==> src/source/vote_pkg.sv <==
`default_nettype none

package vote_pkg;

	// ========================================================================
	// copy and vote types
	// ========================================================================

	localparam int MAX_COPIES = 7;
	localparam int NUM_PAIRS = MAX_COPIES * (MAX_COPIES - 1) / 2;

	typedef logic [2:0] copy_idx_t; // 0 = no copy
	typedef logic [MAX_COPIES-1:0] copy_mask_t;
	typedef logic [NUM_PAIRS-1:0] pair_flags_t; // 1-2, 1-3 .. 6-7

	typedef struct packed {
		logic      found;
		copy_idx_t winner; // 1 based
		logic      lost;
	} vote_result_t;

	// Bit position of the pair (a, b) in pair_flags_t.
	// Both indices are zero based and a < b.
	function automatic int pair_idx(input int a, input int b);
		return a * (2 * MAX_COPIES - a - 1) / 2 + (b - a - 1);
	endfunction

endpackage

`default_nettype wire

==> src/source/majority_vote.sv <==
`timescale 1ns/1ps
`default_nettype none

module majority_vote #(
	parameter int NUM_COPIES = 5
) (
	input  wire logic                  clk,
	input  wire logic                  rst_n,
	input  wire vote_pkg::pair_flags_t flags,
	input  wire logic                  flags_valid,
	input  wire vote_pkg::copy_mask_t  received,
	output vote_pkg::vote_result_t     result,
	output logic                       vote_valid
);

	localparam int NEED = NUM_COPIES / 2; // other copies a winner must match

	logic [2:0] votes;
	logic found_c;
	vote_pkg::copy_idx_t pick;
	logic all_match;
	logic lost_c;

	// walk down so the lowest qualifying copy is the one kept
	always_comb begin
		found_c = 1'b0;
		pick = '0;
		votes = '0;
		for (int c = NUM_COPIES - 1; c >= 0; c--) begin
			votes = '0;
			for (int o = 0; o < NUM_COPIES; o++) begin
				if (o < c)
					votes = votes + 3'(flags[vote_pkg::pair_idx(o, c)]);
				else if (o > c)
					votes = votes + 3'(flags[vote_pkg::pair_idx(c, o)]);
			end
			if (received[c] && votes >= NEED) begin
				found_c = 1'b1;
				pick = vote_pkg::copy_idx_t'(c + 1);
			end
		end
	end

	// clean set only when every copy came and all agree
	always_comb begin
		all_match = 1'b1;
		for (int i = 0; i < NUM_COPIES; i++) begin
			for (int j = i + 1; j < NUM_COPIES; j++)
				all_match = all_match & flags[vote_pkg::pair_idx(i, j)];
		end
	end

	assign lost_c = !((&received[NUM_COPIES-1:0]) && all_match);

	always_ff @(posedge clk or negedge rst_n) begin
		if (!rst_n) begin
			result <= '0;
			vote_valid <= 1'b0;
		end else begin
			vote_valid <= flags_valid;
			if (flags_valid)
				result <= '{found: found_c, winner: pick, lost: lost_c};
		end
	end

	a_winner_range: assert property (@(posedge clk) disable iff (!rst_n)
		vote_valid && result.found |->
			result.winner >= 1 && result.winner <= NUM_COPIES);

endmodule

`default_nettype wire

==> config.mk <==
export PLATFORM = sky130hd
export DESIGN_NAME = majority_vote
export DESIGN_NICKNAME = d
export VERILOG_FILES = /design/src/source/vote_pkg.sv /design/src/source/majority_vote.sv
export SDC_FILE = /design/constraint.sdc
export NUM_CORES = 1
export LEC_CHECK = 0
export BUFFER_PORTS_ARGS = -buffer_cell sky130_fd_sc_hd__buf_4
export CORE_AREA = 10 10 47 49
export CTS_BUF_LIST = sky130_fd_sc_hd__clkbuf_2
export DETAILED_ROUTE_END_ITERATION = 7
export DIE_AREA = 0 0 57 59
export PLACE_DENSITY = 0.71
export SYNTH_ARGS = -nofsm -noshare
export SYNTH_HDL_FRONTEND = slang
export SYNTH_SLANG_ARGS = --single-unit
==> constraint.sdc <==
create_clock -name clk -period 1.25 [get_ports clk]
set_input_delay 0.1875 -clock clk [delete_from_list [all_inputs] [get_ports clk]]
set_output_delay 0.1875 -clock clk [all_outputs]
set_load 0.1 [all_outputs]
==> metrics.txt <==
switching share of power=0.449; All-Layer GR Usage=0.0789; multiplexer area fraction after synthesis=0; Pleak=0.000331 uW; # IOs=37; worst r2r src=result[1]; Final Util=0.524; r2r setup slk=570 ps; DR vias=446; fraction of layout cells with a size suffix above 1=0.541; RSZ-0062 raised after global routing=yes; CP required=1380 ps; Starting Density=0.318; final hold vios=0; library cells used by synthesis=19; Logic pwr share=0.500; DRT antenna net count=0; largest family of logic cells by synthesized area=adder cells; total power=729 uW; Post-Synth XOR/XNOR Area=0; Die ar.=3360 sq um; clock network fraction of total power=0.192; first-pass GRT wire length=2110 microns; Synth top area share=0.337; H-Tree Depth=1; vias in the first global route=495; port bufs=23; Clk Latency, worst-skew pair=230 ps; Slew Limit Fails=0; Tightest Pin Transition=317 ps; area grow syn2layout=64.9%; status=finished, violations left; worst min-delay path class=primary input to flip-flop; fin area=734 sq um; final worst path period need=1250 ps; Hold Crit Start=flags_valid; drt drc=0; Routed Wire Length=1330 microns; Critical Path AT=1380 ps; area post-placement=674 sq um; synth top area cells=dfrtp_1 (34%), fa_1 (22%), a21oi_1 (6.7%); fin crit share=1.00; Reg clk slew, reported paths=60 ps; Int Pwr=402 uW; Die X-Extent=57 microns; Syn Nets=80; Routed WL per cell=14.8 microns; area of the mapped netlist=445 sq um; Setup WS pre-CTS=-246 ps; final setup skew=0 ps; GRT overflow=0; # rows=14; post-synth top area cell=dfrtp_1; Hold Path End=vote_valid; register area share after synthesis=0.337; Routability Congestion=0.765; Crit Path Max Fanout=5; Slew HR=0.787; critical path launch point type=primary input; Sinks on Clock Net=6; Post-Syn Area per Cell=10.4 sq um; P per Cell Area=993 nW/um^2; post-synthesis compound-gate area fraction=0.171; First-pass DRT Iterations=2; Crit Path Class=primary input to flip-flop; Root Buffer=clkbuf_2; layout net count=113; hold path depth=1; final worst slack=-2.95 ps; largest buffer count on any clock path=2; Fmax achieved=798 MHz; R2R Path End=result[1]; Critical Path Start=flags[0]; initial antenna violation count=0; Die H=59 microns; Max VDD drop=708 uV; failing checks=negative setup slack; Yosys reg bits=6; number of buffers created by CTS=3; number of diodes=0; CTS tree=yes; Ys Warns=0; HPWL Detailed=1080 microns; post-CTS setup repair buffer count=0; crit end category=flip-flop; sequential cell fraction of total power=0.308; DRC violation total after the first TritonRoute iteration=1; DR vias/cell=4.96; Core ar.=1400 sq um; Mapped Cells=43; Finish-stage setup viols=1; largest net degree at the start of global routing=9; Reg2Reg Depth=2; Synth Area in Simple Gates=0.222; switching pwr=328 uW; maxcap violations=0; adder-cell share of the synthesized area=0.253
## final cells by class
cell class,instances,area [sq um]
well taps,16,20.0
fillers,146,667
inverters,2,7.51
clock buffers,3,15.0
repair buffers,28,224
multi-input cells,35,318
flip-flops and latches,6,150
## layout by cell type (no fill, tap or decap), drive strengths merged, types with 2 or more instances in the layout
| cell type | synthesis | layout |
|---|---|---|
| a21oi | 6 | 6 |
| dfrtp | 6 | 6 |
| inv | 2 | 2 |
| nor3 | 2 | 2 |
| nor2b | 4 | 4 |
| fa | 5 | 5 |
| nor2 | 5 | 5 |
| nand4 | 3 | 3 |
| buf | 0 | 27 |
| clkbuf | 0 | 3 |
## critical path: stages
cell	delay (ps)
buf_8	100
fa_1	490
a21oi_2	190
o21ai_4	100
o41ai_2	320
## metal layers
layer	global-route usage	routed length, microns	up-vias
li1	-	-	216
met1	0.0887	579	213
met2	0.121	646	15
met3	0.0386	89	2
met4	0.0403	11	0
met5	0	0	-
## synth_stat cells
master    n
inv_1     2
nor3_1    2
fa_1      5
nor2b_1   3
a21o_1    1
nand2_1   1
nor2_1    5
o22ai_1   1
o21ai_2   1
o41ai_2   1
nand4_1   3
a21oi_1   6
dfrtp_1   6
ha_1      1
nand3_1   1
a211oi_1  1
nand2b_2  1
nor2b_2   1
nor4_1    1
## cell families (layout without fill, tap and decap cells)
group | after synthesis | count (layout)
AOI/OAI and AO/OA | 11 | 11
adders and majority gates | 6 | 6
buffers and inverters | 2 | 33
DFF | 6 | 6
and+or+nand+nor | 18 | 18
## stage by stage
step                setup TNS [ps]  hold slack (ps)  cells
floorplan                    -54.6             -108     43
global placement              -835            -3.91     86
detailed placement            -883            -1.56     86
CTS                              0              114     90
global route                  -167              134     90
finish                       -2.95              137     90
## registers in the layout, summed over array words and instances (netlist names)
name        flops
result          5
vote_valid      1
## power by group through the flow
| stage | logic, uW | registers (uW) | clock network, uW |
|---|---|---|---|
| after floorplan | 78.9 | 367 | 0 |
| after global placement | 344 | 227 | 0 |
| after detailed placement | 347 | 227 | 0 |
| after CTS | 350 | 224 | 150 |
| after global routing | 393 | 226 | 153 |
| final | 365 | 224 | 140 |
## timing repair
action                     in CTS  in global routing
setup endpoints to repair       0                  3
hold endpoints to repair        6                  0
hold buffers                    1                  0
resized for setup               0                  8
## how the worst max path moves through the flow
stage / endpoint / slack (ps) / depth (start not counted)
after floorplan: result[3] / -40 / 4
after global placement: result[1] / -240 / 6
after detailed placement: result[1] / -250 / 6
after CTS: result[1] / 10 / 6
after global routing: result[4] / -60 / 6
final: result[3] / -3 / 5
Power figures use the tool's default switching activity.
