## config.mk

```make
export PLATFORM = sky130hd
export DESIGN_NAME = pair_compare
export DESIGN_NICKNAME = d
export VERILOG_FILES = /design/src/source/frame_pkg.sv /design/src/source/vote_pkg.sv /design/src/source/pair_compare.sv
export SDC_FILE = /design/constraint.sdc
export NUM_CORES = 1
export LEC_CHECK = 0
export ABC_AREA = 1
export ABC_CLOCK_PERIOD_IN_PS = 2600
export BUFFER_PORTS_ARGS = -buffer_cell sky130_fd_sc_hd__buf_2
export CAP_MARGIN = 20
export CELL_PAD_IN_SITES_DETAIL_PLACEMENT = 0
export CELL_PAD_IN_SITES_GLOBAL_PLACEMENT = 2
export CORE_MARGIN = 3
export CORE_UTILIZATION = 25
export CTS_CLUSTER_SIZE = 24
export DETAILED_ROUTE_END_ITERATION = 6
export GPL_ROUTABILITY_DRIVEN = 0
export GPL_TIMING_DRIVEN = 0
export PLACE_DENSITY = 0.78
export SKIP_LAST_GASP = 1
export SLEW_MARGIN = 40
export SYNTH_ARGS = -nofsm -noshare
export SYNTH_HDL_FRONTEND = slang
export SYNTH_SLANG_ARGS = --single-unit
```

## constraint.sdc

```tcl
create_clock -name clk -period 2.6 [get_ports clk]
set_input_delay 0.52 -clock clk [delete_from_list [all_inputs] [get_ports clk]]
set_output_delay 0.52 -clock clk [all_outputs]
set_load 0.02 [all_outputs]
```

## src/source/frame_pkg.sv

```systemverilog
`default_nettype none

package frame_pkg;

	// ========================================================================
	// stream beat types
	// ========================================================================

	typedef logic [7:0] byte_t;

	// copy number sits in the low bits of the id byte
	localparam int ID_FIELD_BITS = 4;

	typedef struct packed {
		logic  valid; // high for every byte of a packet
		byte_t data;
	} rx_beat_t;

	typedef struct packed {
		logic  valid;
		byte_t data;
	} tx_beat_t;

endpackage

`default_nettype wire

```

## src/source/vote_pkg.sv

```systemverilog
`default_nettype none

package vote_pkg;

	// ========================================================================
	// copy and vote types
	// ========================================================================

	localparam int MAX_COPIES = 7;
	localparam int NUM_PAIRS = MAX_COPIES * (MAX_COPIES - 1) / 2;

	typedef logic [2:0] copy_idx_t; // 0 = no copy
	typedef logic [MAX_COPIES-1:0] copy_mask_t;
	typedef logic [NUM_PAIRS-1:0] pair_flags_t; // 1-2, 1-3 .. 6-7

	typedef struct packed {
		logic      found;
		copy_idx_t winner; // 1 based
		logic      lost;
	} vote_result_t;

	// Bit position of the pair (a, b) in pair_flags_t.
	// Both indices are zero based and a < b.
	function automatic int pair_idx(input int a, input int b);
		return a * (2 * MAX_COPIES - a - 1) / 2 + (b - a - 1);
	endfunction

endpackage

`default_nettype wire

```

## src/source/pair_compare.sv

```systemverilog
`timescale 1ns/1ps
`default_nettype none

module pair_compare #(
	parameter int NUM_COPIES = 5,
	parameter int BUF_AW = 12
) (
	input  wire logic                             clk,
	input  wire logic                             rst_n,
	input  wire logic                             set_ready,
	input  wire logic [NUM_COPIES-1:0][BUF_AW:0]  lengths,
	input  wire vote_pkg::copy_mask_t             received,
	input  wire frame_pkg::byte_t [NUM_COPIES-1:0] rd_data,
	output logic                                  sweep_active,
	output logic [BUF_AW-1:0]                     sweep_addr,
	output vote_pkg::pair_flags_t                 flags,
	output logic                                  flags_valid
);

	logic [BUF_AW:0] cnt; // next address to issue
	logic [BUF_AW:0] max_len;
	logic [BUF_AW:0] max_len_c;
	logic cmp_vld; // rd_data holds cmp_addr this cycle
	logic [BUF_AW:0] cmp_addr;
	vote_pkg::copy_mask_t rcv_q;
	vote_pkg::pair_flags_t match;
	vote_pkg::pair_flags_t match_next;
	vote_pkg::pair_flags_t pair_ok;

	assign sweep_addr = cnt[BUF_AW-1:0];

	// longest payload among copies that arrived
	always_comb begin
		max_len_c = '0;
		for (int c = 0; c < NUM_COPIES; c++) begin
			if (received[c] && lengths[c] > max_len_c)
				max_len_c = lengths[c];
		end
	end

	// ========================================================================
	// pairwise match flags
	// ========================================================================

	always_comb begin
		match_next = match;
		pair_ok = '0;
		for (int i = 0; i < NUM_COPIES; i++) begin
			for (int j = i + 1; j < NUM_COPIES; j++) begin
				pair_ok[vote_pkg::pair_idx(i, j)] = rcv_q[i] && rcv_q[j] &&
					lengths[i] == lengths[j];
				// only bytes inside both payloads count
				if (cmp_vld && cmp_addr < lengths[i] && cmp_addr < lengths[j] &&
						rd_data[i] != rd_data[j])
					match_next[vote_pkg::pair_idx(i, j)] = 1'b0;
			end
		end
	end

	always_ff @(posedge clk or negedge rst_n) begin
		if (!rst_n) begin
			sweep_active <= 1'b0;
			cnt <= '0;
			max_len <= '0;
			cmp_vld <= 1'b0;
			cmp_addr <= '0;
			rcv_q <= '0;
			match <= '0;
			flags <= '0;
			flags_valid <= 1'b0;
		end else begin
			flags_valid <= 1'b0;
			cmp_vld <= 1'b0;
			if (set_ready) begin
				sweep_active <= 1'b1;
				cnt <= '0;
				max_len <= max_len_c;
				rcv_q <= received;
				match <= '1; // every pair agrees until shown otherwise
			end else if (sweep_active) begin
				match <= match_next;
				if (flags_valid) begin
					sweep_active <= 1'b0; // held through the flags cycle
				end else if (cnt == max_len) begin
					flags <= match_next & pair_ok; // last byte lands now
					flags_valid <= 1'b1;
				end else begin
					cnt <= cnt + 1'b1;
					cmp_vld <= 1'b1;
					cmp_addr <= cnt;
				end
			end
		end
	end

endmodule

`default_nettype wire

```

==> results.md <==
* Tot GR Track Use at 21.5%
* Number of I/O pins at 150
* Final Util at between 30% and 40%
* Hold_ws at 467 ps
* Initial antenna violation count at 0
* RSZ-0062 raised after global routing: true
* Peak Freq at approximately 150 MHz
* Setup slack, reg-to-reg at -70 ps
* Iteration-0 DRC count of the detailed router at a little over 700
* Worst-case vdd ir drop at around 0.00028 V
* Max Clock Skew at ~8.3 ps
* Register area at approximately 1700 sq um
* Setup violations, final at 16
* Post-DP HPWL at around 34 mm
* Pin count of the biggest net entering global routing at 59
* Critical-path maximum fanout at 7
* Minimum clock period at between 6000 and 7000 ps
* Global-route wire length before repair at around 64 mm
* LEAKAGE at ~0.0065 uW
* Fillers at 3847
* Layout area overhead at 42.8%
* Synth top area share at 18.1%
* Max-cap violation count at 0
* IO Port Bufs at about 130
* Max Slew Vio Count at 0
* Worst-Margin Slew at 779 ps
* Row cnt at just under 70
* Flops & latches, synth at 67
* Fraction of layout cells with a size suffix above 1 at between 30% and 40%
* Rel. slew slack at a little under half
* CTS Sinks at 67
* Worst Hold Path Cells at 2
* Insertion delay to the later sink of the worst-skew pair at 330 ps
* Post-synth EDFFs at 0
* Area contributors post-synth: dfrtp_1, ha_1, nand2_1
* Cells after Synth at between 1000 and 1500
* Multi-input combinational cell area at roughly 7800 sq um
* Die Width at between 150 and 200 um
* Overflow after GRT at 0
* WHS Endpoint: flags[6]
* HP Start: flags[6]
* Data required, critical path at 2830 ps
* Initial Util at between 20% and 30%
* Final Hold Viols at 0
* Vias/cell at around 5.2
* Most used cell, CP: nor2_4
* Crit path max-delay cell type: ha_4
* Failing checks: negative setup slack
* Distinct cells, synth at between 50 and 60
* Register area share after synthesis at a little under a fifth
* Root Buffer: clkbuf_16
* Vias in the first global route at about 10000
* # diodes at 0
* Total power divided by cell area at between 300 and 400 nW/um^2
* WS Path Type: input pin to flip-flop
* Worst reg2reg startpoint: cmp_addr[4]
* Final wirelength at about 44 mm
* Avg Cell Area, Syn at roughly 6.8 sq um
* R2R depth at 13
* CTS Buffer Depth at 2
* FFs w/ async S/R, synth at between 90% and 100%
* Reg-to-Reg End: match[6]
* Startpoint Class: input pin
* Post-synth top area cell: dfrtp_1
* Finished Layout Cells at around 2100
* TritonCTS buffer count at 9
* H-tree depth at 3
* Detailed-route wire length per cell at about 21 um
* Core Area at between 30000 and 40000 sq um
* Final period util at 263%
* Vias at 10698
* Total number of yosys warnings at 0
* Status: finished, violations left
* Worst-path clk slew at roughly 50 ps
* CTS tree: done
* Die Height at roughly 200 um
* Total iterations of the first detailed-routing run at 5
* Die ar. at roughly 40000 sq um
* Placed Cells incl. Taps at around 2000
* Crit path capture type: flip-flop
* CP arrival at a little over 7000 ps
* DR DRC count at 0
* Setup ws final at -4240 ps
* Worst path max stage delay at approximately 300 ps
* Hold crit path type: flip-flop to flip-flop
* Post-Syn Area at ~9300 sq um
* Layout Nets at approximately 1800
* Antenna viol nets, final at 0
* Main synth FF type: dfrtp_1
==> per-stage QoR <==
stage | total power [uW] | setup WS, ps | area, sq um | TNS (ps)
after detailed placement | 3250 | -5480 | 10800 | -85770
after global placement | 3230 | -5540 | 10800 | -86070
after global routing | 5470 | -4600 | 13200 | -61220
after CTS | 4930 | -4160 | 12300 | -53900
final | 5150 | -4240 | 13200 | -54990
after floorplan | 2530 | -3990 | 9600 | -51770
==> critical path, delay by kind of cell <==
kind | cells | cell delay, ps
buffers and inverters | 11 | 1230
AO/OA/AOI/OAI | 8 | 1290
adder cells (fa/ha/maj) | 4 | 1050
AND/OR/NAND/NOR | 29 | 2940
==> registers in the layout, indices dropped and copies added (netlist names) <==
name and flops:
sweep_active 1, max_len 13, flags 10, match 10
cmp_addr 13, cnt 13, flags_valid 1, rcv_q 5
cmp_vld 1
==> what timing repair did <==
action,in CTS,in global routing
endpoints found under the setup margin,36,50
hold endpoints to repair,9,0
gates resized for setup,192,166
cloned,5,0
setup buffers,51,39
hold buffers,1,0
pin swaps,63,101
==> cells by family after synthesis <==
kind of cell	synth area share, %
simple gates	32.5
buf+inv	10.4
compound gates	13.7
xor+xnor	11.2
fa+ha+maj	14.2
flops	18.1
other cells	0.0405
==> worst max-delay path by stage <==
stage	from	to	slack, ps	depth (start not counted)
finish	lengths[2]	max_len[4]	-4240	52
global route	lengths[5]	max_len[1]	-4600	54
CTS	lengths[9]	max_len[7]	-4160	54
detailed placement	lengths[9]	max_len[9]	-5480	52
global placement	lengths[0]	max_len[9]	-5540	49
floorplan	lengths[4]	max_len[8]	-3990	52
==> layout by cell type, fill, tap and decap left out, drive strengths merged, types with 3 or more instances in the layout <==
cell,n
buf,256
conb,11
inv,138
nor4,37
a21oi,57
o221ai,9
nor3,16
nor2,72
o22ai,21
xnor2,22
o211ai,8
a221oi,3
nand2,371
or2,4
nand4,43
a31oi,3
clkbuf,38
and2,12
ha,105
xor2,96
a21o,5
a211oi,5
o2111ai,9
or4,5
clkinvlp,5
nand3,77
clkinv,18
o21ai,80
dfrtp,67
==> metal layers <==
metal / wire, um / up-vias / track usage (%) / share of wire (%)
met5: 0 / - / 0 / 0
met4: 1960 / 0 / 8.85 / 4.5
met3: 2950 / 107 / 4.03 / 6.7
met2: 19700 / 413 / 34.3 / 45
met1: 19300 / 5103 / 28.5 / 44
li1: - / 5075 / - / -
==> synthesized netlist by cell type (all sizes together), types with 2 or more instances <==
cell       n
nor3      16
o41ai      2
a21o       5
o221ai     9
a2111oi    2
a21oi     57
and2      12
clkbuf    28
dfrtp     67
or4        5
nor2      72
xnor2     22
o21ai     80
o21bai     2
buf       35
a221oi     3
a211oi     5
xor2      96
o2111ai    9
or2        4
ha       105
inv      151
nor4      37
nand2    371
nand3b     2
nand3     77
a31oi      3
o22ai     21
o211ai     8
nand4     43
clkinv     6
==> where the power goes <==
part,switching [uW],internal [uW]
Combinational,1550,1090
Clock,439,836
Sequential,95.0,1130
Total,2090,3060
==> area by class of cell <==
class                      count  share of cell area [%]
buffer                        63                    4.32
timing repair inverter         1                  0.0662
clock inverter                 5                   0.586
clock buffer                  11                    1.76
tap                          461                    4.36
multi-input combinational   1086                    58.6
inverter                     157                    5.70
timing repair buffer         221                    11.9
sequential                    67                    12.7
Note: power is estimated with default switching activity, not from simulation.
