==> config.mk <==
export PLATFORM = sky130hd
export DESIGN_NAME = copy_capture
export DESIGN_NICKNAME = d
export VERILOG_FILES = /design/src/source/frame_pkg.sv /design/src/source/vote_pkg.sv /design/src/source/copy_capture.sv
export SDC_FILE = /design/constraint.sdc
export NUM_CORES = 1
export LEC_CHECK = 0
export ABC_AREA = 1
export BUFFER_PORTS_ARGS = -buffer_cell sky130_fd_sc_hd__buf_2
export CORE_AREA = 2 2 95 97
export CTS_CLUSTER_DIAMETER = 50
export DETAILED_ROUTE_END_ITERATION = 8
export DIE_AREA = 0 0 97 99
export GPL_ROUTABILITY_DRIVEN = 0
export GPL_TIMING_DRIVEN = 1
export PLACE_DENSITY = 0.93
export SLEW_MARGIN = 20
export SYNTH_ARGS = -nofsm -noshare
export SYNTH_HDL_FRONTEND = slang
export SYNTH_SLANG_ARGS = --single-unit
export TNS_END_PERCENT = 10
==> constraint.sdc <==
create_clock -name clk -period 4.2 [get_ports clk]
set_input_delay 0.63 -clock clk [delete_from_list [all_inputs] [get_ports clk]]
set_output_delay 0.63 -clock clk [all_outputs]
set_load 0.05 [all_outputs]
==> src/source/frame_pkg.sv <==
`default_nettype none

package frame_pkg;

	// ========================================================================
	// stream beat types
	// ========================================================================

	typedef logic [7:0] byte_t;

	// copy number sits in the low bits of the id byte
	localparam int ID_FIELD_BITS = 4;

	typedef struct packed {
		logic  valid; // high for every byte of a packet
		byte_t data;
	} rx_beat_t;

	typedef struct packed {
		logic  valid;
		byte_t data;
	} tx_beat_t;

endpackage

`default_nettype wire

==> src/source/vote_pkg.sv <==
`default_nettype none

package vote_pkg;

	// ========================================================================
	// copy and vote types
	// ========================================================================

	localparam int MAX_COPIES = 7;
	localparam int NUM_PAIRS = MAX_COPIES * (MAX_COPIES - 1) / 2;

	typedef logic [2:0] copy_idx_t; // 0 = no copy
	typedef logic [MAX_COPIES-1:0] copy_mask_t;
	typedef logic [NUM_PAIRS-1:0] pair_flags_t; // 1-2, 1-3 .. 6-7

	typedef struct packed {
		logic      found;
		copy_idx_t winner; // 1 based
		logic      lost;
	} vote_result_t;

	// Bit position of the pair (a, b) in pair_flags_t.
	// Both indices are zero based and a < b.
	function automatic int pair_idx(input int a, input int b);
		return a * (2 * MAX_COPIES - a - 1) / 2 + (b - a - 1);
	endfunction

endpackage

`default_nettype wire

==> src/source/copy_capture.sv <==
`timescale 1ns/1ps
`default_nettype none

module copy_capture #(
	parameter int NUM_COPIES = 5,
	parameter int ID_OFFSET = 22,
	parameter int BUF_AW = 12
) (
	input  wire logic                           clk,
	input  wire logic                           rst_n,
	input  wire frame_pkg::rx_beat_t            in,
	input  wire logic                           sweep_active,
	input  wire logic                           replay_busy,
	output vote_pkg::copy_mask_t                wr_en,
	output logic [BUF_AW-1:0]                   wr_addr,
	output frame_pkg::byte_t                    wr_data,
	output logic [NUM_COPIES-1:0][BUF_AW:0]     lengths,
	output vote_pkg::copy_mask_t                received,
	output logic                                set_ready
);

	localparam int CNT_W = $clog2(ID_OFFSET + 2);
	localparam logic [CNT_W-1:0] ID_POS = CNT_W'(ID_OFFSET);
	localparam logic [CNT_W-1:0] PAY_POS = CNT_W'(ID_OFFSET + 1); // saturates here

	logic busy;
	logic valid_q;
	logic pkt_start;
	logic pkt_end;
	logic accept;
	logic skip_q;
	logic pay_beat;
	logic [CNT_W-1:0] byte_cnt;
	logic [frame_pkg::ID_FIELD_BITS-1:0] id_field;
	logic id_ok;
	vote_pkg::copy_idx_t id_q;
	logic [BUF_AW:0] pay_cnt;
	logic set_closed;

	assign busy = sweep_active | replay_busy | set_ready;
	assign pkt_start = in.valid & ~valid_q;
	assign pkt_end = ~in.valid & valid_q;
	assign accept = pkt_start ? ~busy : ~skip_q; // decided once per packet
	assign id_field = in.data[frame_pkg::ID_FIELD_BITS-1:0];
	assign pay_beat = in.valid && byte_cnt == PAY_POS && id_ok;

	// ========================================================================
	// packet framing and id detection
	// ========================================================================

	always_ff @(posedge clk or negedge rst_n) begin
		if (!rst_n) begin
			valid_q <= 1'b0;
			skip_q <= 1'b0;
			byte_cnt <= '0;
			id_ok <= 1'b0;
			id_q <= '0;
			pay_cnt <= '0;
		end else begin
			valid_q <= in.valid;
			if (!in.valid) begin
				byte_cnt <= '0;
				id_ok <= 1'b0;
			end else begin
				if (pkt_start)
					skip_q <= busy;
				if (byte_cnt != PAY_POS)
					byte_cnt <= byte_cnt + 1'b1;
				if (byte_cnt == ID_POS) begin
					id_ok <= accept && id_field != '0 && id_field <= NUM_COPIES;
					id_q <= vote_pkg::copy_idx_t'(id_field);
					pay_cnt <= '0;
				end else if (pay_beat && !pay_cnt[BUF_AW]) begin
					pay_cnt <= pay_cnt + 1'b1; // stops at 2**BUF_AW
				end
			end
		end
	end

	// write port, one copy at a time
	always_ff @(posedge clk or negedge rst_n) begin
		if (!rst_n) begin
			wr_en <= '0;
		end else begin
			wr_en <= '0;
			if (pay_beat && !pay_cnt[BUF_AW])
				wr_en[id_q - 3'd1] <= 1'b1;
		end
	end

	always_ff @(posedge clk) begin
		wr_addr <= pay_cnt[BUF_AW-1:0];
		wr_data <= in.data;
	end

	// ========================================================================
	// per-copy bookkeeping and set trigger
	// ========================================================================

	always_ff @(posedge clk or negedge rst_n) begin
		if (!rst_n) begin
			lengths <= '0;
			received <= '0;
			set_ready <= 1'b0;
			set_closed <= 1'b0;
		end else begin
			set_ready <= 1'b0;
			// mask holds the closed set until the next one starts
			if (pkt_start && !busy && set_closed) begin
				received <= '0;
				set_closed <= 1'b0;
			end
			if (pkt_end && id_ok) begin
				received[id_q - 3'd1] <= 1'b1;
				lengths[id_q - 3'd1] <= pay_cnt;
				if (id_q == NUM_COPIES) begin
					set_ready <= 1'b1; // last copy closes the set
					set_closed <= 1'b1;
				end
			end
		end
	end

	// buffers are never written while the sweep owns them
	a_wr_onehot: assert property (@(posedge clk) disable iff (!rst_n)
		(wr_en != '0) |-> $onehot(wr_en) && !sweep_active);

endmodule

`default_nettype wire

==> metrics.md <==
| Metric | Value |
|---|---|
| Post-CTS resize count | 0 |
| Final Hold Violating Endpoints | 0 |
| Final HPWL DP | about 8000 um |
| Vias in the first global route | just under 4k |
| Post-CTS Hold Fix Bufs | 0 |
| Reg area | approximately 3000 um2 |
| Reg clk slew, reported paths | ~60 ps |
| Peak VDD IR | approximately 0.35 mV |
| Antenna violations before repair | 0 |
| 1st-pass router iterations | 4 |
| I/O Buffers | about 110 |
| Most common cell on crit path | inv_2 |
| Rel. slew slack | between 30% and 40% |
| Register bit total from synthesis | approximately 130 |
| Setup TNS | 0 ps |
| Skew final | just under 9 ps |
| Worst skew pair latency | about 520 ps |
| Pwr per Cell Area | between 400 and 500 nW/um2 |
| Number of flops mapped to enable cells by yosys | 0 |
| Synth async-reset ratio | about 84% |
| Commonest cells after routing, fill and taps aside | nand2_1, buf_2, dfrtp_1 |
| Share of cells above drive strength 1 | between 20% and 30% |
| Top cell type's share of synthesized area | roughly 55% |
| Io pins | around 110 |
| Most common cell after layout, fill and taps aside | nand2_1 |
| Iteration-0 DRC Markers | around 260 |
| Lkg Pwr | approximately 3.2 nW |
| Count of cell types in the netlist | 31 |
| Slowest-stage cell, CP | dfrtp_1 |
| CP Launch Type | flip-flop |
| Slowest Stage Delay on Critical Path | around 540 ps |
| Tcrit/Tclk final | around 53% |
| Critical path capture point type | flip-flop |
| Post-Syn Area per Cell | just over 10 um2 |
| Net count reported at finish | 607 |
| Grt total ovfl | 0 |
| Max-slew violation count | 0 |
| Crit path DAT | ~2600 ps |
| Power Total | between 2 and 3 mW |
| CP delay by family, top | simple AND/OR/NAND/NOR gates |
| Buf/Inv on CP | 2 |
| Global-route wire length before repair | between 15000 and 20000 um |
| Area of the multi-input gates | about 1500 um2 |
| Syn Nets | a little under 500 |
| Drc violations | 0 |
| TritonCTS Buffers | 17 |
| Fmax | between 400 and 500 MHz |
| Vias | 3907 |
| CTS H-tree depth | 4 |
| Actual slew at the worst max-slew pin | approximately 950 ps |
| Final Setup Violations | 0 |
| Max-Cap Viols | 0 |
| Sequential-to-total area share from yosys stat | 63.3% |
| Yosys warning total | 0 |
| Area leader, netlist | dfrtp_1 |
| Total die area | about 9600 um2 |
| Post-Place Setup Slack | approximately 2100 ps |
| Post-synthesis instance area | ~4800 um2 |
| Longest Clk Path Bufs | 2 |
| Status | finished, final reports clean |
| Clk root buf | clkbuf_8 |
| Filler instances | roughly 620 |
| Final antenna-violating net count | 0 |
| Layout Area Growth over Synthesis | 24.7% |
| Setup ws final | 1990 ps |
| Largest net degree at the start of global routing | slightly below 80 |
| FP Rows | 34 |
| Top FF cell, synth | dfrtp_1 |
| Post-route minimum period | 2210 ps |
| Syn Inst Count | roughly 470 |
| Core footprint | 8550 um2 |
| Initial Util | 55.9% |
| Die X | about 97 um |
| Die height | just under 100 um |
| Via-per-instance ratio | between 5 and 6 |
| Req. time, crit path | roughly 4600 ps |
| DR WL/cell | 16.8 um |
| Synth top area cells | dfrtp_1, nand2_1, dfxtp_1 |
| DRT Wirelength | between 10000 and 15000 um |
| CTS tree | done |
| Post-CTS Setup Bufs | 0 |
| Total GRT Usage | 26.5% |
| Critical path cell sequence | inv_2 > ha_1 > inv_2 > nor2_4 > nand3_4 > nand2_1 > o21ai_0 |
| Critical path fanouts, max | 27 |
| Hold/Removal Path Class | input pin to flip-flop |
| Clk sinks | 125 |
| RSZ-0062 raised after global routing | no |
| Diodes inserted | 0 |
| CP Class | flip-flop to flip-flop |
[flip-flops by register name, indices dropped and copies added, names as in the netlist]
signal      count
wr_addr        12
id_ok           1
byte_cnt        5
wr_data         8
received        7
set_ready       1
valid_q         1
pay_cnt        13
lengths        65
id_q            3
set_closed      1
wr_en           7
skip_q          1
[synthesized netlist by cell type (2+ instances only)]
cell type  instances
buf_6              7
inv_1             36
nand4_4            2
dfrtp_1          105
nor2_4             3
nor2_1            22
nand3_1           13
a21oi_1            7
nor4_1             5
o21ai_0           69
dfxtp_1           20
ha_1               5
nand2_1          129
nand4_1            7
nand3_4            3
o21ai_1           14
buf_2              4
nor3_1             3
inv_2              2
nand2_4            4
[kinds of logic (layout without fill, tap and decap cells)]
family                   after synthesis  after routing  synth area share (%)
AND/OR/NAND/NOR                      195            195                  19.6
buffers and inverters                 53            184                  5.86
AO/OA/AOI/OAI                         93             93                  9.89
adder cells (fa/ha/maj)                5              5                  1.31
flip-flops                           125            125                  63.3
[report_power, final]
part	internal (mW)	total [mW]	switching [mW]
clock	0.936	1.47	0.539
sequential	1.21	1.22	0.00568
combinational	0.0142	0.0716	0.0574
[per-stage QoR]
stage	hold WS [ps]	util [%]	instance area, um2	std cells
2_1_floorplan	334	-	4780	471
3_3_place_gp	384	62.7	5360	678
3_5_place_dp	383	62.7	5360	678
4_1_cts	197	69.7	5960	710
5_1_grt	197	69.7	5960	710
6_report	212	69.7	5960	710
[area by class of cell]
| type | count | area share, % |
|---|---|---|
| inverter | 39 | 2.50 |
| multi-input combinational | 293 | 24.7 |
| sequential | 125 | 50.8 |
| clock buffer | 19 | 7.41 |
| clock inverter | 13 | 2.75 |
| timing repair buffer | 113 | 9.57 |
| tap | 108 | 2.27 |
[metal layers]
layer | wire length [um] | track usage, %
met1 | 4660 | 31.6
met2 | 6220 | 44.8
met3 | 870 | 8.30
met4 | 205 | 10.9
met5 | 0 | 0
[worst paths after layout]
path                             startpoint           to  slack [ps]  cells after the start
worst max-delay path                id_q[0]  lengths[20]        1990                      7
worst min-delay path                  in[6]   wr_data[6]         210                      1
worst max register to register      id_q[0]  lengths[20]        1990                      7
worst min register to register  pay_cnt[10]  wr_addr[10]         400                      0
max in group asynchronous             rst_n  lengths[54]        2970                      2
min in group asynchronous             rst_n  lengths[32]         270                      1
Note: power is estimated with default switching activity, not from simulation.
