### config.mk
export PLATFORM = sky130hd
export DESIGN_NAME = frame_replay
export DESIGN_NICKNAME = d
export VERILOG_FILES = /design/src/source/frame_pkg.sv /design/src/source/vote_pkg.sv /design/src/source/frame_replay.sv
export SDC_FILE = /design/constraint.sdc
export NUM_CORES = 1
export LEC_CHECK = 0
export ABC_AREA = 1
export BUFFER_PORTS_ARGS = -buffer_cell sky130_fd_sc_hd__buf_2
export CORE_MARGIN = 4
export CORE_UTILIZATION = 46
export DETAILED_ROUTE_END_ITERATION = 7
export PLACE_DENSITY = 0.79
export SYNTH_ARGS = -nofsm -noshare
export SYNTH_HDL_FRONTEND = slang
export SYNTH_SLANG_ARGS = --single-unit
### constraint.sdc
create_clock -name clk -period 2.2 [get_ports clk]
set_input_delay 0.11 -clock clk [delete_from_list [all_inputs] [get_ports clk]]
set_output_delay 0.11 -clock clk [all_outputs]
set_load 0.01 [all_outputs]
### src/source/frame_pkg.sv
`default_nettype none

package frame_pkg;

	// ========================================================================
	// stream beat types
	// ========================================================================

	typedef logic [7:0] byte_t;

	// copy number sits in the low bits of the id byte
	localparam int ID_FIELD_BITS = 4;

	typedef struct packed {
		logic  valid; // high for every byte of a packet
		byte_t data;
	} rx_beat_t;

	typedef struct packed {
		logic  valid;
		byte_t data;
	} tx_beat_t;

endpackage

`default_nettype wire

### src/source/vote_pkg.sv
`default_nettype none

package vote_pkg;

	// ========================================================================
	// copy and vote types
	// ========================================================================

	localparam int MAX_COPIES = 7;
	localparam int NUM_PAIRS = MAX_COPIES * (MAX_COPIES - 1) / 2;

	typedef logic [2:0] copy_idx_t; // 0 = no copy
	typedef logic [MAX_COPIES-1:0] copy_mask_t;
	typedef logic [NUM_PAIRS-1:0] pair_flags_t; // 1-2, 1-3 .. 6-7

	typedef struct packed {
		logic      found;
		copy_idx_t winner; // 1 based
		logic      lost;
	} vote_result_t;

	// Bit position of the pair (a, b) in pair_flags_t.
	// Both indices are zero based and a < b.
	function automatic int pair_idx(input int a, input int b);
		return a * (2 * MAX_COPIES - a - 1) / 2 + (b - a - 1);
	endfunction

endpackage

`default_nettype wire

### src/source/frame_replay.sv
`timescale 1ns/1ps
`default_nettype none

module frame_replay #(
	parameter int NUM_COPIES = 5,
	parameter int BUF_AW = 12
) (
	input  wire logic                              clk,
	input  wire logic                              rst_n,
	input  wire vote_pkg::vote_result_t            result,
	input  wire logic                              vote_valid,
	input  wire logic [NUM_COPIES-1:0][BUF_AW:0]   lengths,
	input  wire frame_pkg::byte_t [NUM_COPIES-1:0] rd_data,
	output logic [BUF_AW-1:0]                      replay_addr,
	output frame_pkg::tx_beat_t                    out,
	output logic                                   set_done,
	output logic                                   lost,
	output logic                                   replay_busy
);

	logic active;
	logic rd_vld; // rd_data carries a payload byte
	logic [BUF_AW:0] addr_q;
	logic [BUF_AW:0] len_q;
	vote_pkg::copy_idx_t sel_q; // winner, zero based
	logic lost_q;

	// address 0 is already on the bus while vote_valid is high
	assign replay_addr = addr_q[BUF_AW-1:0];
	assign replay_busy = vote_valid | active;

	always_ff @(posedge clk or negedge rst_n) begin
		if (!rst_n) begin
			active <= 1'b0;
			rd_vld <= 1'b0;
			addr_q <= '0;
			len_q <= '0;
			sel_q <= '0;
			lost_q <= 1'b0;
			out <= '0;
			set_done <= 1'b0;
			lost <= 1'b0;
		end else begin
			set_done <= 1'b0;
			out.valid <= rd_vld;
			out.data <= rd_data[sel_q];
			if (vote_valid) begin
				if (result.found) begin
					active <= 1'b1;
					addr_q <= 1'd1;
					sel_q <= result.winner - 3'd1;
					len_q <= lengths[result.winner - 3'd1];
					lost_q <= result.lost;
					rd_vld <= lengths[result.winner - 3'd1] != '0;
				end else begin
					set_done <= 1'b1; // nothing to replay
					lost <= result.lost;
				end
			end else if (active) begin
				if (addr_q < len_q) begin
					addr_q <= addr_q + 1'b1;
					rd_vld <= 1'b1;
				end else begin
					rd_vld <= 1'b0;
					if (!rd_vld) begin // last byte left the output reg
						active <= 1'b0;
						addr_q <= '0;
						set_done <= 1'b1;
						lost <= lost_q;
					end
				end
			end
		end
	end

	a_no_early_out: assert property (@(posedge clk) disable iff (!rst_n)
		vote_valid |-> !$rose(out.valid));

endmodule

`default_nettype wire

==> summary.md, run 1 <==
| Metric | Value |
|---|---|
| Design area | `4160 µm²` |
| DRT Pass-1 Iters | `7` |
| Final setup margin | `0.202 ns` |
| Hold WC Path Type | `input port to flop` |
| GPL Wtd Cong | `0.886` |
| Static Leakage | `2.20 nW` |
| Yosys top cell by area | `dfrtp_1` |
| Fin. Hold Viols | `0` |
| Max_slew headroom | `38.9%` |
| Starting DRT DRC Count | `198` |
| Status | `complete, no violations` |
| Pwr/cell area | `583 nW/µm²` |
| RSZ-0062 raised after global routing | `false` |
| Ys flop type | `dfrtp_1` |
| Vias per cell | `4.97` |
| First-pass GRT wire length | `14.6 mm` |
| Die Ht | `93.9 µm` |
| Post-CTS Setup Inserts | `0` |
| Asr flop ratio synth | `100%` |
| Final WL | `8.90 mm` |
| Area Growth Syn to Fin | `22.6%` |
| Initial Utilization | `47.0%` |
| Clk_lat worst skew | `0.29 ns` |
| Clk root buf | `clkbuf_8` |
| Most frequent cells in the layout | `nand2_1 (167), buf_2 (136), nand3_1 (50), dfrtp_1 (43), nor2_1 (40)` |
| Routed vias | `3574` |
| Critical path class | `flop to flop` |
| I/O Buffers | `136` |
| Commonest non-fill, non-tap cell in the layout | `nand2_1` |
| Setup WS pre-CTS | `0.143 ns` |
| Mapped Area | `3390 µm²` |
| Hpwl dp | `7.05 mm` |
| Yosys warning count | `0` |
| Core Area | `7210 µm²` |
| CTS tree | `done` |
| Largest net degree at the start of global routing | `44` |
| Worst slew pin tran | `0.916 ns` |
| Post-route DRC | `0` |
| Grt ovf | `0` |
| Post-DP Area | `4030 µm²` |
| CP startpoint kind | `flop` |
| Standard-cell rows | `31` |
| Final slew viol count | `0` |
| Fillers | `706` |
| Ports | `137` |
| Vias in the first global route | `3309` |
| Yosys cell types | `32` |
| CTS sink cnt | `43` |
| Post-Syn Instances | `503` |
| Post-route antenna net violation count | `0` |
| Reg clk slew, reported paths | `0.08 ns` |
| # setup viols final | `0` |
| Setup TNS | `0 ns` |
| Wire length per cell | `12.4 µm` |
| Layout Nets | `747` |
| Arrival time worst endpoint | `2.22 ns` |
| Die area | `8810 µm²` |
| Antenna cells | `0` |
| Worst path required time | `2.43 ns` |
| Syn Nets | `630` |
| Number of flops mapped to enable cells by yosys | `0` |
| Clk buf depth | `2` |
| Register area share after synthesis | `31.7%` |
| Number of synthesized register bits | `43` |
| CP endpoint kind | `flop` |
| Top-area cell type share of the netlist area | `31.7%` |
| Layout Skew | `0.00909 ns` |
| Final min period | `2.00 ns` |
| Synth area leaders | `dfrtp_1 (32%), nand2_1 (18%), nand3_1 (7.4%)` |
| Share of cells above drive strength 1 | `27.6%` |
| Antenna violations before repair | `0` |
| CTS buffer count | `5` |
| Peak VDD IR | `0.285 mV` |
| Max H-tree Level | `2` |
| Worst Path Max Fanout | `25` |
| GRT Resource Usage Total | `20.2%` |
| Syn avg cell area | `6.74 µm²` |
| Max_cap viols | `0` |
| Final period utilization | `90.8%` |
| Fmax | `501 MHz` |
| Chip Width | `93.9 µm` |
## cell usage after synthesis, types with 2 or more instances
library cell	instances
nand2_1	167
nand3_1	50
dfrtp_1	43
nor2_1	40
inv_1	39
o21ai_0	38
a21oi_1	22
buf_4	17
ha_1	14
buf_2	13
xor2_1	8
a221o_1	7
o21ai_2	7
clkinv_1	4
nand2_2	4
nand4_1	4
o21ai_1	4
a31oi_1	3
buf_1	2
clkbuf_1	2
nand2_4	2
nor3_1	2
xnor2_1	2
## per-stage QoR
| stage | power (mW) | cells | hold WS (ns) | util [%] |
|---|---|---|---|---|
| final | 2.42 | 719 | 0.0538 | 57.6 |
| after global routing | 2.60 | 719 | 0.0488 | 57.6 |
| after CTS | 2.43 | 719 | 0.0449 | 57.5 |
| after detailed placement | 1.83 | 711 | 0.304 | 55.9 |
| after global placement | 1.81 | 711 | 0.298 | 55.9 |
| after floorplan | 1.54 | 503 | -0.186 | - |
## what timing repair did
action / CTS / global route
endpoints found under the setup margin: 0 / 13
hold endpoints to repair: 43 / 0
resized for setup: 0 / 2
hold buffers: 1 / 0
## per-layer routing
| layer | wire [µm] | GRT usage (%) | vias to the layer above |
|---|---|---|---|
| li1 | - | - | 1851 |
| met1 | 3980 | 28.1 | 1533 |
| met2 | 4100 | 32.3 | 173 |
| met3 | 653 | 3.29 | 17 |
| met4 | 159 | 5.78 | 0 |
| met5 | 0 | 0 | - |
## report_power, final
part / leakage (nW) / switching (mW) / internal (mW)
logic: 1.60 / 0.520 / 0.349
registers: 0.547 / 0.0564 / 0.900
clock network: 0.0502 / 0.268 / 0.332
## worst max-delay path, cell delays in order, from the launching register on
cell and delay (ns):
dfrtp_1 0.45, ha_1 0.33, nand2_1 0.11, nor4_4 0.27, nand2_2 0.14, nand2_4 0.18, nand3_4 0.12, nand2_8 0.18
nand2_1 0.10, o21ai_2 0.06
## logic make-up after synthesis
logic type	synth area share, %
adders and majority gates	5.16
AOI/OAI and AO/OA	14.6
buffers and inverters	11.9
xor gates and xnor gates	2.58
and+or+nand+nor	34.0
DFF	31.7
## worst paths after layout
path | depth (start not counted) | endpoint | from | slack, ns
setup / recovery | 9 | addr_q[10] | addr_q[10] | 0.20
hold / removal | 3 | lost_q | result[0] | 0.05
setup reg to reg | 9 | addr_q[10] | addr_q[10] | 0.20
hold reg to reg | 2 | lost | lost | 0.50
max in group asynchronous | 2 | out[7] | rst_n | 1.14
min in group asynchronous | 2 | addr_q[3] | rst_n | 0.48
## area by class of cell
type	count	area (µm²)	share of cell area, %
clock buffer	5	68.8	1.66
clock inverter	2	37.5	0.903
inverter	44	165	3.97
multi-input combinational	379	1920	46.2
sequential	43	1080	25.9
tap	99	124	2.98
timing repair buffer	147	766	18.4
## registers in the layout, summed over array words and instances (netlist names)
signal    count
len_q        13
out           9
rd_vld        1
sel_q         3
lost          1
addr_q       13
active        1
lost_q        1
set_done      1
Power figures use the tool's default switching activity.
==> run 2: changes to the inputs <==
CTS_BUF_LIST = sky130_fd_sc_hd__clkbuf_16   (was unset)
==> run 2 against run 1 <==
The flow now finishes with violations (hold timing). Sequential power barely moved. Count of clock-buffer cells in the layout did not move. Combinational power fell by 0.5%. Clock power rose by 37%. Global-route usage barely moved. Critical path depth did not move. Register-to-register slack barely moved. Die area did not move. Sequential share of layout area fell by 0.28 points. Wire length fell by 0.33%. Critical endpoint is now lost. Highest routed layer unchanged.
==> summary.md, run 2 (synthesis gave the netlist of run 1 again) <==
| Metric | Value |
|---|---|
| RSZ-0062 raised after global routing | `false` |
| GRT Resource Usage Total | `20.2% (+0.027 points)` |
| Max_cap viols | `0 (unchanged)` |
| Post-DP Area | `4030 µm² (unchanged)` |
| Final WL | `8.87 mm (-0.33%)` |
| Layout Skew | `0.00586 ns (-0.00322 ns)` |
| Most frequent cells in the layout | `nand2_1 (167), buf_2 (136), nand3_1 (50), dfrtp_1 (43), nor2_1 (40)` |
| Status | `finished with violations` |
| Reg clk slew, reported paths | `0.06 ns (-0.02 ns)` |
| Ports | `137 (unchanged)` |
| Wire length per cell | `12.3 µm (-0.19%)` |
| Vias per cell | `4.91 (-1.2%)` |
| Design area | `4200 µm² (+1.1%)` |
| Die area | `8810 µm² (unchanged)` |
| Post-route DRC | `0 (unchanged)` |
| CP Buf/Inv Count | `1 (+1)` |
| Biggest regs | `addr_q (13), len_q (13), out (9)` |
| Initial Utilization | `47.0% (unchanged)` |
| Slowest cell on the critical path | `dfrtp_1` |
| Post-CTS Setup Inserts | `0 (unchanged)` |
| First-pass GRT wire length | `14.6 mm (+0.29%)` |
| GPL Wtd Cong | `0.886 (unchanged)` |
| Antenna violations before repair | `0 (unchanged)` |
| Hold WC Path Type | `input port to async pin` |
| Grt ovf | `0 (unchanged)` |
| Crit path cell chain | `ha_1 > a21oi_1 > o21ai_0 > a21oi_4 > nand2_4 > o21ai_0 > inv_1 > nand2_1 > nand2_1` |
| Clk_lat worst skew | `0.28 ns (about the same)` |
| Critical path class | `flop to flop` |
| Standard-cell rows | `31 (unchanged)` |
| Share of cells above drive strength 1 | `27.6% (+0.045 points)` |
| Setup TNS | `0 ns (unchanged)` |
| Final min period | `2.00 ns (+0.00503 ns)` |
| Die Ht | `93.9 µm (unchanged)` |
| Worst slew pin tran | `0.912 ns (-0.00427 ns)` |
| Commonest non-fill, non-tap cell in the layout | `nand2_1` |
| CP startpoint kind | `flop` |
| Post-route antenna net violation count | `0 (unchanged)` |
| I/O Buffers | `136 (unchanged)` |
| Core Area | `7210 µm² (unchanged)` |
| Largest net degree at the start of global routing | `44 (unchanged)` |
| Clk buf depth | `2 (unchanged)` |
| Routed vias | `3527 (-1.3%)` |
| Chip Width | `93.9 µm (unchanged)` |
| Arrival time worst endpoint | `2.18 ns (-0.04 ns)` |
| Hpwl dp | `7.05 mm (unchanged)` |
| Failing checks | `hold timing` |
| Clk root buf | `clkbuf_16` |
| CTS buffer count | `5 (unchanged)` |
| Area Growth Syn to Fin | `23.9%` |
| DRT Pass-1 Iters | `4 (-3)` |
| Vias in the first global route | `3343 (+1.0%)` |
| Fin. Hold Viols | `43 (+43)` |
| Final period utilization | `91.0% (+0.23 points)` |
| CTS tree | `done` |
| # setup viols final | `0 (unchanged)` |
| Static Leakage | `2.22 nW (+0.98%)` |
| Worst path required time | `2.38 ns (-0.05 ns)` |
| Starting DRT DRC Count | `130 (-34%)` |
| Peak VDD IR | `0.394 mV (+39%)` |
| Max H-tree Level | `2 (unchanged)` |
| Fmax | `499 MHz (-0.25%)` |
| Crit path max-delay family | `compound AO/OA/AOI/OAI gates` |
| Max_slew headroom | `39.2% (+0.28 points)` |
| WHS | `-0.0395 ns (-0.0933 ns)` |
| Pwr/cell area | `629 nW/µm² (+7.9%)` |
| Antenna cells | `0 (unchanged)` |
| Worst Path Max Fanout | `13 (-48%)` |
| Final slew viol count | `0 (unchanged)` |
| Layout Nets | `746 (-0.13%)` |
| Final Util | `58.3% (+0.64 points)` |
| Critical Path Max Stage Delay | `0.44 ns (about the same)` |
| CTS sink cnt | `43 (unchanged)` |
| CP endpoint kind | `flop` |
==> run 2: timing repair <==
item / in CTS / in global routing
gates resized for setup: 0 / 1
hold buffers: 0 / 0
endpoints found under the setup margin: 0 / 12
==> run 2: area by class of cell <==
class / count / area (µm²)
multi-input combinational: 379 / 1920
clock buffer: 5 / 125
timing repair buffer: 146 / 756
sequential: 43 / 1080
inverter: 44 / 165
fill: 708 / 3010
clock inverter: 2 / 37.5
tap: 99 / 124
==> run 2: path summary, 6_finish.rpt <==
path | cells after the start | from | endpoint | slack, ns
max in group asynchronous | 1 | rst_n | out[7] | 1.67
max | 9 | addr_q[10] | lost | 0.20
max reg2reg | 9 | addr_q[10] | lost | 0.20
min reg2reg | 2 | active | active | 0.50
min | 1 | rst_n | addr_q[3] | -0.04
min in group clk | 3 | result[0] | lost_q | 0.07
==> run 2: per-layer routing <==
| metal | track usage (%) | vias up | share of wire, % |
|---|---|---|---|
| met5 | 0 | - | 0 |
| met2 | 32.1 | 144 | 46 |
| met3 | 3.45 | 10 | 6.9 |
| met1 | 28.0 | 1521 | 46 |
| met4 | 6.26 | 0 | 1.3 |
| li1 | - | 1852 | - |
==> run 2: metrics by stage <==
step | power [mW] | cells | setup WS (ns)
2_1_floorplan | 1.54 | 503 | 0.377
3_3_place_gp | 1.81 | 711 | 0.219
3_5_place_dp | 1.83 | 711 | 0.143
4_1_cts | 2.66 | 718 | 0.123
5_1_grt | 2.82 | 718 | 0.0110
6_report | 2.64 | 718 | 0.197
==> run 2: power by group <==
group          leakage (nW)  switching [mW]  total, mW  internal, mW
registers             0.547          0.0557      0.957         0.901
clock network        0.0759           0.294      0.823         0.529
logic                  1.60           0.517      0.865         0.348
==> run 3: changes to the inputs <==
CORE_ASPECT_RATIO = 1.5   (was unset)
CORE_MARGIN = unset   (was 4)
REMOVE_ABC_BUFFERS = 1   (was unset)
==> run 3 against run 2 <==
The run now ends clean. Die area shrank 12%. First-iteration DRC count grew 99%. Worst hold slack gained 0.10 ns. Flip-flop and latch count is the same. Highest routed layer unchanged. Critical path depth is the same. Final area shrank 0.39%.
==> summary.md, run 3 (synthesis gave the netlist of run 1 again) <==
| Metric | Value |
|---|---|
| Status | `complete, no violations` |
| Pwr/cell area | `603 nW/µm² (-4.2%)` |
| Commonest non-fill, non-tap cell in the layout | `nand2_1` |
| Hold WC Path Type | `input port to flop` |
| Critical path class | `flop to flop` |
| Most frequent cells in the layout | `nand2_1 (167), buf_2 (136), nand3_1 (50), dfrtp_1 (43), nor2_1 (40)` |
| Core Area | `7180 µm² (-0.49%)` |
| Vias per cell | `4.99 (+1.7%)` |
| Die area | `7730 µm² (-12%)` |
| Final setup margin | `0.160 ns (-0.0369 ns)` |
| Routed vias | `3591 (+1.8%)` |
| Worst Path Max Fanout | `25 (+12)` |
| Arrival time worst endpoint | `2.21 ns (+0.03 ns)` |
| DRT Pass-1 Iters | `4 (unchanged)` |
| Max_slew headroom | `38.1% (-1.1 points)` |
| Post-route DRC | `0 (unchanged)` |
| Starting DRT DRC Count | `259 (+99%)` |
| Clk buf depth | `2 (unchanged)` |
| Switching Share | `34.4% (+1.6 points)` |
| Initial Utilization | `47.2% (+0.23 points)` |
| Hpwl dp | `6.34 mm (-9.9%)` |
| Post-route antenna net violation count | `0 (unchanged)` |
| Worst path required time | `2.37 ns (about the same)` |
| Reg clk slew, reported paths | `0.06 ns (about the same)` |
| CP startpoint kind | `flop` |
| Power after layout | `2.52 mW (-4.6%)` |
| Flop pwr share | `38.9% (+2.7 points)` |
| Antenna cells | `0 (unchanged)` |
| Reg2reg setup slack | `0.16 ns (-0.04 ns)` |
| Antenna violations before repair | `0 (unchanged)` |
| Final min period | `2.04 ns (+0.0369 ns)` |
| I/O Buffers | `136 (unchanged)` |
| Vias in the first global route | `3243 (-3.0%)` |
| Clk_lat worst skew | `0.29 ns (about the same)` |
| Grt ovf | `0 (unchanged)` |
| Final period utilization | `92.7% (+1.7 points)` |
| Setup WS pre-CTS | `0.125 ns (-0.0180 ns)` |
| First-pass GRT wire length | `13.6 mm (-6.8%)` |
| Largest net degree at the start of global routing | `44 (unchanged)` |
| CTS sink cnt | `43 (unchanged)` |
| Layout Skew | `0.00709 ns (+0.00123 ns)` |
| Final WL | `8.09 mm (-8.7%)` |
| Fmax | `490 MHz (-1.8%)` |
| Wire length per cell | `11.3 µm (-8.8%)` |
| Final cell count without fillers | `719 (+0.14%)` |
| Max H-tree Level | `2 (unchanged)` |
| GRT Resource Usage Total | `21.5% (+1.3 points)` |
| CP endpoint kind | `flop` |
| Post-CTS Setup Inserts | `0 (unchanged)` |
| Area Growth Syn to Fin | `23.5%` |
| Max_cap viols | `0 (unchanged)` |
| Final slew viol count | `0 (unchanged)` |
| Final Util | `58.3% (about the same)` |
| Layout Nets | `745 (-0.13%)` |
| Worst slew pin tran | `0.929 ns (+0.0169 ns)` |
| Clock power frac | `29.1% (-2.0 points)` |
| GPL Wtd Cong | `0.814 (-8.2%)` |
| CTS tree | `done` |
| Share of cells above drive strength 1 | `27.5% (-0.16 points)` |
| Peak VDD IR | `0.318 mV (-19%)` |
| Int Power | `1.66 mW (-6.9%)` |
| Clk root buf | `clkbuf_16` |
| Fin. Hold Viols | `0 (-100%)` |
| Placed cells | `710 (-0.14%)` |
| RSZ-0062 raised after global routing | `false` |
| Static Leakage | `2.21 nW (-0.49%)` |
| Ports | `137 (unchanged)` |
| Standard-cell rows | `38 (+23%)` |
| Psw | `868 µW (+0.16%)` |
| Setup TNS | `0 ns (unchanged)` |
| # setup viols final | `0 (unchanged)` |
| Combinational Power Share | `32.1% (-0.6 points)` |
| Chip Width | `72.1 µm (-23%)` |
| Die Ht | `107 µm (+14%)` |
| CTS buffer count | `5 (unchanged)` |
| Biggest regs | `addr_q (13), len_q (13), out (9)` |
[run 3: changes by cell type in the layout (fill, tap and decap cells not counted), sizes merged]
cell,previous run,this run
buf,146,144
bufinv,1,0
clkinv,4,6
dlygate4sd3,0,1
[run 3: through the flow]
step | area [µm²] | hold slack, ns
floorplan | 3150 | -0.186
global placement | 4020 | 0.299
detailed placement | 4020 | 0.304
CTS | 4180 | 0.0584
global route | 4190 | 0.0776
finish | 4190 | 0.0620
[run 3: area by class of cell]
class,instances,area [µm²]
repair buffers,145,751
well taps,100,125
clock inverters,3,25.0
flip-flops and latches,43,1080
inverters,44,165
fillers,668,2990
clock buffers,5,125
multi-input cells,379,1920
[run 3: timing repair]
action | in CTS | in global routing
hold endpoints to repair | 4 | 0
resized for setup | 0 | 2
setup endpoints to repair | 0 | 13
hold buffers | 1 | 0
[run 3: critical path, cell delays in order (launching register included)]
cell     delay, ns
dfrtp_1       0.48
ha_1          0.36
nand2_1       0.15
o21ai_1       0.13
a21oi_4       0.22
nand2_4       0.15
nand3_4       0.12
nand2_8       0.15
nand2_1       0.11
o21ai_2       0.06
[run 3: worst paths after layout]
| path | start | to | depth (start not counted) |
|---|---|---|---|
| min in group asynchronous | rst_n | addr_q[8] | 2 |
| max | addr_q[8] | addr_q[11] | 9 |
| min | result[0] | lost_q | 3 |
| min reg2reg | lost | lost | 2 |
| max in group asynchronous | rst_n | len_q[10] | 2 |
| max reg2reg | addr_q[8] | addr_q[11] | 9 |
[run 3: per-layer routing]
layer / GRT usage, % / share of wire (%) / vias up
met4: 7.56 / 1.3 / 0
met3: 2.73 / 5.2 / 10
met1: 25.8 / 42 / 1602
li1: - / - / 1843
met5: 0 / 0 / -
met2: 38.8 / 51 / 136
[run 3: power by group through the flow]
stage,Combinational [mW],Clock [mW],Sequential (mW)
2_1_floorplan,0.454,0,1.02
3_3_place_gp,0.779,0,0.991
3_5_place_dp,0.804,0,0.994
4_1_cts,0.809,0.743,0.981
5_1_grt,0.925,0.769,0.997
6_report,0.809,0.734,0.981
